File: config.mk
export PLATFORM = sky130hd
export DESIGN_NAME = ex_unit_top
export DESIGN_NICKNAME = d
export VERILOG_FILES = /design/src/source/ex_ops_pkg.sv /design/src/source/ex_stage_pkg.sv /design/src/source/alu.sv /design/src/source/ex_unit_top.sv /design/src/source/execute.sv /design/src/source/mdu.sv
export SDC_FILE = /design/constraint.sdc
export NUM_CORES = 2
export LEC_CHECK = 0
export ABC_AREA = 1
export ABC_CLOCK_PERIOD_IN_PS = 6340
export BUFFER_PORTS_ARGS = -buffer_cell sky130_fd_sc_hd__buf_2
export CELL_PAD_IN_SITES_DETAIL_PLACEMENT = 1
export CELL_PAD_IN_SITES_GLOBAL_PLACEMENT = 2
export CORE_MARGIN = 1.5
export CORE_UTILIZATION = 38
export CTS_BUF_LIST = sky130_fd_sc_hd__clkbuf_4
export CTS_CLUSTER_DIAMETER = 60
export DETAILED_ROUTE_END_ITERATION = 10
export GPL_TIMING_DRIVEN = 0
export PLACE_DENSITY_LB_ADDON = 0.1
export SYNTH_ARGS = -nofsm -noshare
export SYNTH_HDL_FRONTEND = slang
export SYNTH_SLANG_ARGS = --single-unit
File: constraint.sdc
create_clock -name clk -period 6.34 [get_ports clk]
set_clock_uncertainty 0.2 [all_clocks]
set_input_delay 0 -clock clk [delete_from_list [all_inputs] [get_ports clk]]
set_output_delay 0 -clock clk [all_outputs]
set_load 0.01 [all_outputs]
File: src/source/ex_ops_pkg.sv
package ex_ops_pkg;

    localparam int data_width     = 32;
    localparam int ex_op_width    = 6;
    localparam int lsu_op_width   = 3;
    localparam int reg_addr_width = 5;
    localparam int shamt_width    = 5;   // low bits of oprand2 used by shifts

    // bit 5 of the op code routes the operation to the MDU
    localparam int mdu_sel_bit    = 5;

    // divider runs one step per bit of the dividend
    localparam int div_steps      = data_width;
    localparam int div_cnt_width  = 5;

    // bit 0 set means the adder subtracts (sub, slt, sltu)
    typedef enum logic [ex_op_width-1:0] {
        alu_add  = 6'h00,
        alu_sub  = 6'h01,
        alu_and  = 6'h02,
        alu_slt  = 6'h03,
        alu_or   = 6'h04,
        alu_sltu = 6'h05,
        alu_xor  = 6'h06,
        alu_nor  = 6'h08,
        alu_sll  = 6'h0a,
        alu_srl  = 6'h0c,
        alu_sra  = 6'h0e,
        mdu_mul  = 6'h20,
        mdu_mulh = 6'h21,
        mdu_div  = 6'h22,
        mdu_mod  = 6'h23
    } ex_op_t;

    // memory stage decodes these, execute only carries them
    typedef enum logic [lsu_op_width-1:0] {
        lsu_none = 3'd0,
        lsu_lb   = 3'd1,
        lsu_lh   = 3'd2,
        lsu_lw   = 3'd3,
        lsu_sb   = 3'd4,
        lsu_sh   = 3'd5,
        lsu_sw   = 3'd6
    } lsu_op_t;

endpackage

File: src/source/ex_stage_pkg.sv
package ex_stage_pkg;

    import ex_ops_pkg::*;

    // decode to execute
    typedef struct packed {
        logic                      valid;
        ex_op_t                    ex_op;
        logic [data_width-1:0]     oprand1;
        logic [data_width-1:0]     oprand2;
        logic [data_width-1:0]     pc;
        logic [data_width-1:0]     inst;
        lsu_op_t                   lsu_op;
        logic [data_width-1:0]     lsu_data;   // store data
        logic                      rw_en;
        logic [reg_addr_width-1:0] rw_addr;
    } id_ex_t;

    // execute to memory
    typedef struct packed {
        logic                      valid;
        logic [data_width-1:0]     ex_result;
        logic [data_width-1:0]     pc;
        logic [data_width-1:0]     inst;
        lsu_op_t                   lsu_op;
        logic [data_width-1:0]     lsu_data;
        logic                      rw_en;
        logic [reg_addr_width-1:0] rw_addr;
    } ex_mem_t;

endpackage

File: src/source/alu.sv
`timescale 1ns/1ps

module alu (
    input  ex_ops_pkg::ex_op_t                    op,
    input  logic [ex_ops_pkg::data_width-1:0]     oprand1,
    input  logic [ex_ops_pkg::data_width-1:0]     oprand2,
    output logic [ex_ops_pkg::data_width-1:0]     result
);

    import ex_ops_pkg::*;

    logic                         sub_en;
    logic [data_width-1:0]        adder_b;
    logic [data_width-1:0]        add_res;
    logic                         cout;
    logic signed [data_width-1:0] op1_signed;
    logic [shamt_width-1:0]       shamt;
    logic                         lt_signed;
    logic                         lt_unsigned;

    assign sub_en     = op[0];
    assign op1_signed = oprand1;   // signed view for sra
    assign shamt      = oprand2[shamt_width-1:0];

    // one adder for add, sub and both compares
    assign adder_b         = sub_en ? ~oprand2 : oprand2;
    assign {cout, add_res} = {1'b0, oprand1} + {1'b0, adder_b} + {{data_width{1'b0}}, sub_en};

    // signs differ means op1 negative decides it, else the difference sign does
    assign lt_signed   = (oprand1[data_width-1] ^ oprand2[data_width-1]) ?
                         oprand1[data_width-1] : add_res[data_width-1];
    assign lt_unsigned = ~cout;   // borrow out

    always_comb
    begin
        case (op)
            alu_add, alu_sub:
                result = add_res;
            alu_and:
                result = oprand1 & oprand2;
            alu_or:
                result = oprand1 | oprand2;
            alu_xor:
                result = oprand1 ^ oprand2;
            alu_nor:
                result = ~(oprand1 | oprand2);
            alu_sll:
                result = oprand1 << shamt;
            alu_srl:
                result = oprand1 >> shamt;
            alu_sra:
                result = op1_signed >>> shamt;
            alu_slt:
                result = {{(data_width-1){1'b0}}, lt_signed};
            alu_sltu:
                result = {{(data_width-1){1'b0}}, lt_unsigned};
            default:
                result = '0;   // mdu codes and unknowns
        endcase
    end

endmodule

File: src/source/ex_unit_top.sv
`timescale 1ns/1ps

module ex_unit_top (
    input  logic                   clk,
    input  logic                   arst_n,
    input  ex_stage_pkg::id_ex_t   id_info,
    output ex_stage_pkg::ex_mem_t  ex_info,
    output logic                   stall
);

    execute u_execute (
        .clk     (clk),
        .arst_n  (arst_n),
        .id_info (id_info),
        .ex_info (ex_info),
        .stall   (stall)
    );

endmodule

File: src/source/execute.sv
`timescale 1ns/1ps

module execute (
    input  logic                   clk,
    input  logic                   arst_n,
    input  ex_stage_pkg::id_ex_t   id_info,
    output ex_stage_pkg::ex_mem_t  ex_info,
    output logic                   stall
);

    import ex_ops_pkg::*;
    import ex_stage_pkg::*;

    logic [data_width-1:0] alu_res;
    logic [data_width-1:0] mdu_comb;
    logic [data_width-1:0] div_res;
    logic                  div_done;
    logic                  mdu_busy;
    logic                  is_mdu;
    logic                  is_div;
    logic                  accept;
    logic                  div_start;
    ex_mem_t               pass_w;
    ex_mem_t               pend_q;

    alu u_alu (
        .op      (id_info.ex_op),
        .oprand1 (id_info.oprand1),
        .oprand2 (id_info.oprand2),
        .result  (alu_res)
    );

    mdu u_mdu (
        .clk         (clk),
        .arst_n      (arst_n),
        .op          (id_info.ex_op),
        .oprand1     (id_info.oprand1),
        .oprand2     (id_info.oprand2),
        .start       (div_start),
        .comb_result (mdu_comb),
        .div_result  (div_res),
        .div_done    (div_done),
        .busy        (mdu_busy)
    );

    assign is_mdu    = id_info.ex_op[mdu_sel_bit];
    assign is_div    = is_mdu && (id_info.ex_op == mdu_div || id_info.ex_op == mdu_mod);
    assign stall     = mdu_busy;
    assign accept    = id_info.valid && !stall;
    assign div_start = accept && is_div;

    // single-cycle result plus the fields carried to memory stage
    always_comb
    begin
        pass_w.valid     = 1'b1;
        pass_w.ex_result = is_mdu ? mdu_comb : alu_res;
        pass_w.pc        = id_info.pc;
        pass_w.inst      = id_info.inst;
        pass_w.lsu_op    = id_info.lsu_op;
        pass_w.lsu_data  = id_info.lsu_data;
        pass_w.rw_en     = id_info.rw_en;
        pass_w.rw_addr   = id_info.rw_addr;
    end

    // fields of the divide in flight
    always_ff @(posedge clk)
    begin
        if (div_start)
            pend_q <= pass_w;
    end

    always_ff @(posedge clk or negedge arst_n)
    begin
        if (!arst_n)
            ex_info <= '0;
        else if (div_done)
        begin
            ex_info           <= pend_q;
            ex_info.ex_result <= div_res;
        end
        else if (accept && !is_div)
            ex_info <= pass_w;
        else
            ex_info.valid <= 1'b0;   // bubble, data left as is
    end

    a_no_valid_in_stall: assert property (
        @(posedge clk) disable iff (!arst_n) !(ex_info.valid && stall)
    );

endmodule

File: src/source/mdu.sv
`timescale 1ns/1ps

module mdu (
    input  logic                                  clk,
    input  logic                                  arst_n,
    input  ex_ops_pkg::ex_op_t                    op,
    input  logic [ex_ops_pkg::data_width-1:0]     oprand1,
    input  logic [ex_ops_pkg::data_width-1:0]     oprand2,
    input  logic                                  start,
    output logic [ex_ops_pkg::data_width-1:0]     comb_result,
    output logic [ex_ops_pkg::data_width-1:0]     div_result,
    output logic                                  div_done,
    output logic                                  busy
);

    import ex_ops_pkg::*;

    logic [2*data_width-1:0]  mul_res;
    logic [data_width-1:0]    rem_q;
    logic [data_width-1:0]    quo_q;
    logic [data_width-1:0]    divisor_q;
    ex_op_t                   op_q;
    logic [div_cnt_width-1:0] cnt_q;
    logic [data_width:0]      shifted;
    logic [data_width:0]      diff;
    logic                     fits;
    logic                     step_en;

    // unsigned multiply, done in the issue cycle
    assign mul_res = {{data_width{1'b0}}, oprand1} * {{data_width{1'b0}}, oprand2};

    always_comb
    begin
        case (op)
            mdu_mul:
                comb_result = mul_res[data_width-1:0];
            mdu_mulh:
                comb_result = mul_res[2*data_width-1:data_width];
            default:
                comb_result = '0;
        endcase
    end

    // restoring step: bring down next dividend bit, try the subtract
    assign shifted = {rem_q, quo_q[data_width-1]};
    assign diff    = shifted - {1'b0, divisor_q};
    assign fits    = ~diff[data_width];   // no borrow, also always true for divisor 0
    assign step_en = busy & ~div_done;

    always_ff @(posedge clk or negedge arst_n)
    begin
        if (!arst_n)
        begin
            busy     <= 1'b0;
            div_done <= 1'b0;
            cnt_q    <= '0;
        end
        else if (start)
        begin
            busy  <= 1'b1;
            cnt_q <= '0;
        end
        else if (div_done)
        begin
            busy     <= 1'b0;   // held through the done cycle
            div_done <= 1'b0;
        end
        else if (busy)
        begin
            cnt_q    <= cnt_q + 1'b1;
            div_done <= (cnt_q == div_cnt_width'(div_steps - 1));
        end
    end

    // datapath regs
    always_ff @(posedge clk)
    begin
        if (start)
        begin
            rem_q     <= '0;
            quo_q     <= oprand1;   // dividend shifts out as quotient shifts in
            divisor_q <= oprand2;
            op_q      <= op;
        end
        else if (step_en)
        begin
            rem_q <= fits ? diff[data_width-1:0] : shifted[data_width-1:0];
            quo_q <= {quo_q[data_width-2:0], fits};
        end
    end

    assign div_result = (op_q == mdu_mod) ? rem_q : quo_q;

    // execute must hold off new divides until this one drains
    a_no_start_busy: assert property (
        @(posedge clk) disable iff (!arst_n) !(start && busy)
    );

    a_done_pulse: assert property (
        @(posedge clk) disable iff (!arst_n) div_done |=> !div_done
    );

endmodule

Word-level counts from Yosys, hierarchy flattened

Cells that the tools add are included.
W data, S select, Z words.

Register bits: 352
Input bits: 178
Output and inout bits: 139
Logic and storage cells: 89

Shifts and indexed selects: 3
Reduce and logical (&&, ||, !) cells: 14
Add/subtract/negate cells: 4
Multipliers: 1
Equality and inequality tests: 17
Multiplexer cells: 19
Bitwise logic cells: 10

Operators with widths:

| cell                 | number |
|---|---|
| $pmux W32 S10        | 1 |
| $mux W32             | 6 |
| $mux W138            | 1 |
| $mux W137            | 1 |
| $mul A32 B32 Y64     | 1 |
| $not A32 Y32         | 2 |
| $pmux W32 S2         | 1 |
| $add A32 B32 Y33     | 1 |
| $add A33 B1 Y33      | 1 |
| $sub A33 B32 Y33     | 1 |
| $and A32 B32 Y32     | 1 |
| $or A32 B32 Y32      | 1 |
| $shl A32 B5 Y32      | 1 |
| $shr A32 B5 Y32      | 1 |
| $sshr A32 B5 Y32     | 1 |
| $xor A32 B32 Y32     | 1 |
| $eq A6 B6 Y1 const B | 5 |
| $eq A6 B4 Y1 const B | 4 |
| $eq A6 B3 Y1 const B | 3 |
| $mux W5              | 3 |
| $eq A6 B2 Y1 const B | 2 |
| $reduce_bool A2 Y1   | 4 |
| $eq A6 B1 Y1 const B | 1 |
| $logic_not A6 Y1     | 1 |
| 12 further kinds     | 23 |

Depth between registers and ports, before layout

Word-level depth: 9
Depth in mapped cells: 37
Mapped depth without buffers: 33

By module

From an unflattened synthesis, not the netlist that was laid out.

Cells, all modules: 9025
Area, all modules: 62891.6 um^2

Modules (own cells, without submodules):

| module  | area an instance (um^2) | cells each | times used |
|---|---|---|---|
| mdu     | 43817.0                 | 6158       | 1 |
| execute | 10801.6                 | 1253       | 1 |
| alu     | 8272.9                  | 1614       | 1 |

Worst setup path after synthesis

No wires, ideal clock.

Path type: input-to-reg
From: input port id_info[109] (netlist name)
To: register u_execute.ex_info[119] (netlist name)
Cell stages on the path: 31
Buffers on the path: 4
Data arrival time: 6.765 ns
Setup slack: -0.703 ns
Required time: 6.063 ns
Cell sequence: buf_2 -> clkbuf_1 -> clkbuf_1 -> buf_1 -> nand2_1 -> inv_1 -> fa_1 -> fa_1 -> fa_1 -> inv_1 -> fa_1 -> inv_1 -> fa_1 -> inv_1 -> fa_1 -> inv_1 -> fa_1 -> fa_1 -> ha_1 -> nand2_1 -> nor2_1 -> inv_1 -> nor3_1 -> nand3_1 -> nand2_1 -> nand2_1 -> nand3b_1 -> nand3_1 -> nand3_1 -> nand2_1 -> a21oi_1

Word-level cells in the longest chain between the ends: 8
Elaborated cells between the ends (all ways): 13
Classes of those cells: 2 x add/sub; 1 x mul; 3 x shift; 6 x mux; 1 x bitwise

RTL lines:

| element            | line             | text |
|---|---|---|
| start: declaration | ex_unit_top.sv:6 | `input ex_stage_pkg::id_ex_t id_info,` |
| $not A32 Y32       | alu.sv:26        | `assign adder_b = sub_en ? ~oprand2 : oprand2;` |
| $mux W32           | alu.sv:26        |  |
| $add A32 B32 Y33   | alu.sv:27        | `assign {cout, add_res} = {1'b0, oprand1} + {1'b0, adder_b} + {{data_width{1'b0}}, sub_en};` |
| $add A33 B1 Y33    | alu.sv:27        |  |
| $pmux W32 S10      | alu.sv:36        | `case (op)` |
| $mux W32 (*)       | execute.sv:56    | `pass_w.ex_result = is_mdu ? mdu_comb : alu_res;` |
| $mux W137 (*)      | execute.sv:81    | `else if (accept && !is_div)` |
| $mux W138 (*)      | execute.sv:76    | `else if (div_done)` |

Every way passes the cells marked *; elsewhere a longest branch is shown, timed or not. The select of a mux whose other input is x is not followed.
A chain may end at the register's enable or synchronous reset.

Final worst setup path

From: input port id_info[107] (netlist name)
To: register u_execute.ex_info[127] (netlist name)

Word-level cells in the longest chain between the ends: 8
Elaborated cells between the ends (all ways): 13
Classes of those cells: 2 x add/sub; 1 x mul; 3 x shift; 6 x mux; 1 x bitwise

RTL lines:

| element          | line |
|---|---|
| $not A32 Y32     | alu.sv:26 |
| $mux W32         | alu.sv:26 |
| $add A32 B32 Y33 | alu.sv:27 |
| $add A33 B1 Y33  | alu.sv:27 |
| $pmux W32 S10    | alu.sv:36 |
| $mux W32 (*)     | execute.sv:56 |
| $mux W137 (*)    | execute.sv:81 |
| $mux W138 (*)    | execute.sv:76 |

Marked as above.

==> impl_metrics.json <==
{
  "outcome": "complete, but fails checks",
  "violations": "max-capacitance violations, max-slew violations, negative setup slack",
  "netlist-cell-type-count": 57,
  "htreeDepth": 3,
  "start_util_pct": 38.22,
  "area_growth_pct": 27.56,
  "multi_input_area_sq_mm": 0.04459,
  "stdcell_count": 11420,
  "antenna_found_initial": 13,
  "syn_nets": 9858,
  "synth_area_leaders": "fa_1, nand2_1, inv_1",
  "fp.coreArea_sq_mm": 0.1582,
  "cp.required_ns": 6.97,
  "vias_per_cell": 5.471,
  "hold_class": "input port to flop",
  "setup_viol": 26,
  "crit_type": "input port to flop",
  "reg2reg_from": "u_execute.u_mdu.div_done",
  "clk_latency_ns": 0.91,
  "async_reset_ff_share_pct": 41.19,
  "critPathMaxStageDelay_ns": 0.60,
  "startpoint": "id_info[107]",
  "clkTransAtPathRegs_ns": 0.08,
  "fin_crit_ns": 6.496,
  "wl_um": 353700,
  "max_freq_ghz": 0.1539,
  "worst_path_most_repeated_cell": "fa_1",
  "synth-seq-area-share_pct": 15.75,
  "finalNetCount": 10730,
  "synth_top_area_share_pct": 29.73,
  "period_share_pct": 102.5,
  "cp-start-kind": "input port",
  "tightest_slew_ns": 1.653,
  "row_count": 146,
  "drive_gt1_share_pct": 16.70,
  "crit_buf_inv": 10,
  "initialDrtViolationCount": 5194,
  "fp.dieArea_sq_mm": 0.1615,
  "grt_pass1_wl_um": 489000,
  "r2r_setup_slack_ns": 2.54,
  "cts_buffer_depth": 3,
  "finalHoldViolCount": 0,
  "vias": 62460,
  "finalMaxSlewViolations": 2,
  "cts_tree": "yes",
  "ios": 317,
  "syn_avg_cell_area_sq_um": 7.207,
  "grt_setup_unrepaired": "yes",
  "critPathTopFamily": "adder cells",
  "drv_cap": 1,
  "numCtsBuffers": 88,
  "post_drt_wl_per_cell_um": 30.98,
  "drtPass1Iterations": 6,
  "seqCellArea_sq_mm": 0.009524,
  "dpl_cell_area_sq_mm": 0.06520,
  "end_kind": "flop",
  "fin_ws_ns": -0.1558,
  "ys.flop_type": "edfxtp_1",
  "cp_data_arrival_time_ns": 7.13,
  "min_from": "id_info[137]",
  "crit_slowest_cell": "fa_1",
  "syn-cell-area_sq_mm": 0.06046,
  "relSlewSlack_pct": -11.02,
  "n_fill_cell": 19600,
  "drt.antenna.violating_nets": 0,
  "final_cell_area_sq_mm": 0.07712,
  "placed_cells": 10780,
  "synthCells": 8389,
  "cts.sinks": 352,
  "yosysWarnings": 0,
  "final.setup.tns_ns": -2.018,
  "crit_fanout": 5,
  "synth_edf_count": 175,
  "grt.overflow.total": 0,
  "grt_max_degree": 111,
  "drc": 0,
  "ys_ff_latch": 352,
  "dp_hpwl_um": 284000,
  "io_buffer_count": 316,
  "synth_top_area_cell": "fa_1",
  "grt_pass1_vias": 65580,
  "die_h_um": 401.9,
  "gr-usage-all-layers_pct": 42.99,
  "place_congestion": 1.055,
  "chipWidth_um": 401.9,
  "root_buffer": "clkbuf_4"
}
tightest hold or removal path: cells and delay by family:
kind | cells | cell delay [ns]
compound gates | 1 | 0.07
buf+inv | 2 | 0.91
simple gates | 1 | 0.07
kinds of logic after synthesis:
| family | synth area share [%] |
|---|---|
| adders and majority gates | 37.87 |
| and+or+nand+nor | 24.33 |
| AOI/OAI and AO/OA | 5.677 |
| muxes | 0.03311 |
| buffers and inverters | 15.38 |
| xor gates and xnor gates | 0.9561 |
| DFF | 15.75 |
final timing paths:
kind,depth (start not counted),end
min,4,u_execute.u_mdu.quo_q[0]
min reg2reg,2,u_execute.u_mdu.rem_q[24]
max,31,u_execute.ex_info[127]
max in group asynchronous,6,u_execute.ex_info[10]
min in group asynchronous,5,u_execute.ex_info[49]
max reg2reg,6,u_execute.ex_info[134]
layout make-up:
| cell class | count | area share [%] |
|---|---|---|
| diodes | 8 | 0.02596 |
| plain buffers | 392 | 6.374 |
| clock buffers | 134 | 1.304 |
| clock inverters | 29 | 0.2498 |
| inverters | 2026 | 9.929 |
| multi-input cells | 5597 | 57.81 |
| flip-flops and latches | 352 | 12.35 |
| well taps | 2072 | 3.361 |
| repair buffers | 807 | 8.595 |
layout by cell type (no fill, tap or decap), types with 122 or more instances in the layout:
cell type	Yosys	final
a21oi_1	199	150
buf_2	53	308
buf_4	9	172
clkbuf_4	0	164
dfrtp_1	145	145
dlygate4sd3_1	0	328
edfxtp_1	175	175
fa_1	898	815
ha_1	393	355
inv_1	2013	1940
nand2_1	2498	2325
nand2_2	7	122
nand3_1	505	418
nor2_1	452	405
o21ai_0	208	196
cells in the mapped netlist (4+ instances only):
cell,n
nor3_1,32
edfxtp_1,175
a21boi_0,4
nor2_1,452
nor2_2,5
dfrtp_1,145
nand3b_1,21
a21oi_1,199
nor2_4,5
a21o_1,4
buf_1,29
fa_1,898
nand2_2,7
o21ai_0,208
nor4_1,4
o21bai_1,18
buf_4,9
dfxtp_1,32
o21a_1,7
a31oi_1,113
xnor2_1,18
nand4_1,42
ha_1,393
nand2_1,2498
clkinv_1,4
and3_1,4
inv_1,2013
clkbuf_1,318
a22oi_1,5
and2_1,11
o211ai_1,25
or2_2,31
buf_2,53
inv_2,8
nand3_1,505
xor2_1,48
buf_6,5
o21ai_1,11
per-layer routing:
layer  GRT usage, %  routed length, um  vias to the layer above
met1          51.50             132300                    31840
li1               -                  -                    26740
met4          35.19              36170                        8
met3          8.084              27720                      968
met5              0                 50                        -
met2          67.42             157400                     2906
sequential cells by signal (all words and copies together) (netlist names):
name and count:
u_execute.u_mdu.op_q 6, u_execute.pend_q 105, u_execute.u_mdu.div_done 1, u_execute.u_mdu.divisor_q 32, u_execute.u_mdu.rem_q 32, u_execute.ex_info 138, u_execute.u_mdu.quo_q 32, u_execute.u_mdu.busy 1
u_execute.u_mdu.cnt_q 5
through the flow:
stage               setup WS [ns]  util (%)  hold WS [ns]
finish                    -0.1558     48.75       0.05190
global route              -0.2707     48.75       0.03636
CTS                       -0.1136     47.25       0.01466
detailed placement         -3.530     41.22       -0.3064
global placement           -3.431     41.16     -0.008698
floorplan              -0.0002927         -       -0.4956
what timing repair did:
item,4_1_cts,5_1_grt
buffers inserted,52,100
pin swaps,173,262
endpoints found under the hold margin,471,0
cloned,1,7
endpoints found under the setup margin,32,32
hold buffers,329,0
resized for setup,1103,507
Power is not shown: default switching activity piles up to over one toggle a cycle in this logic, so the estimate is an artifact.
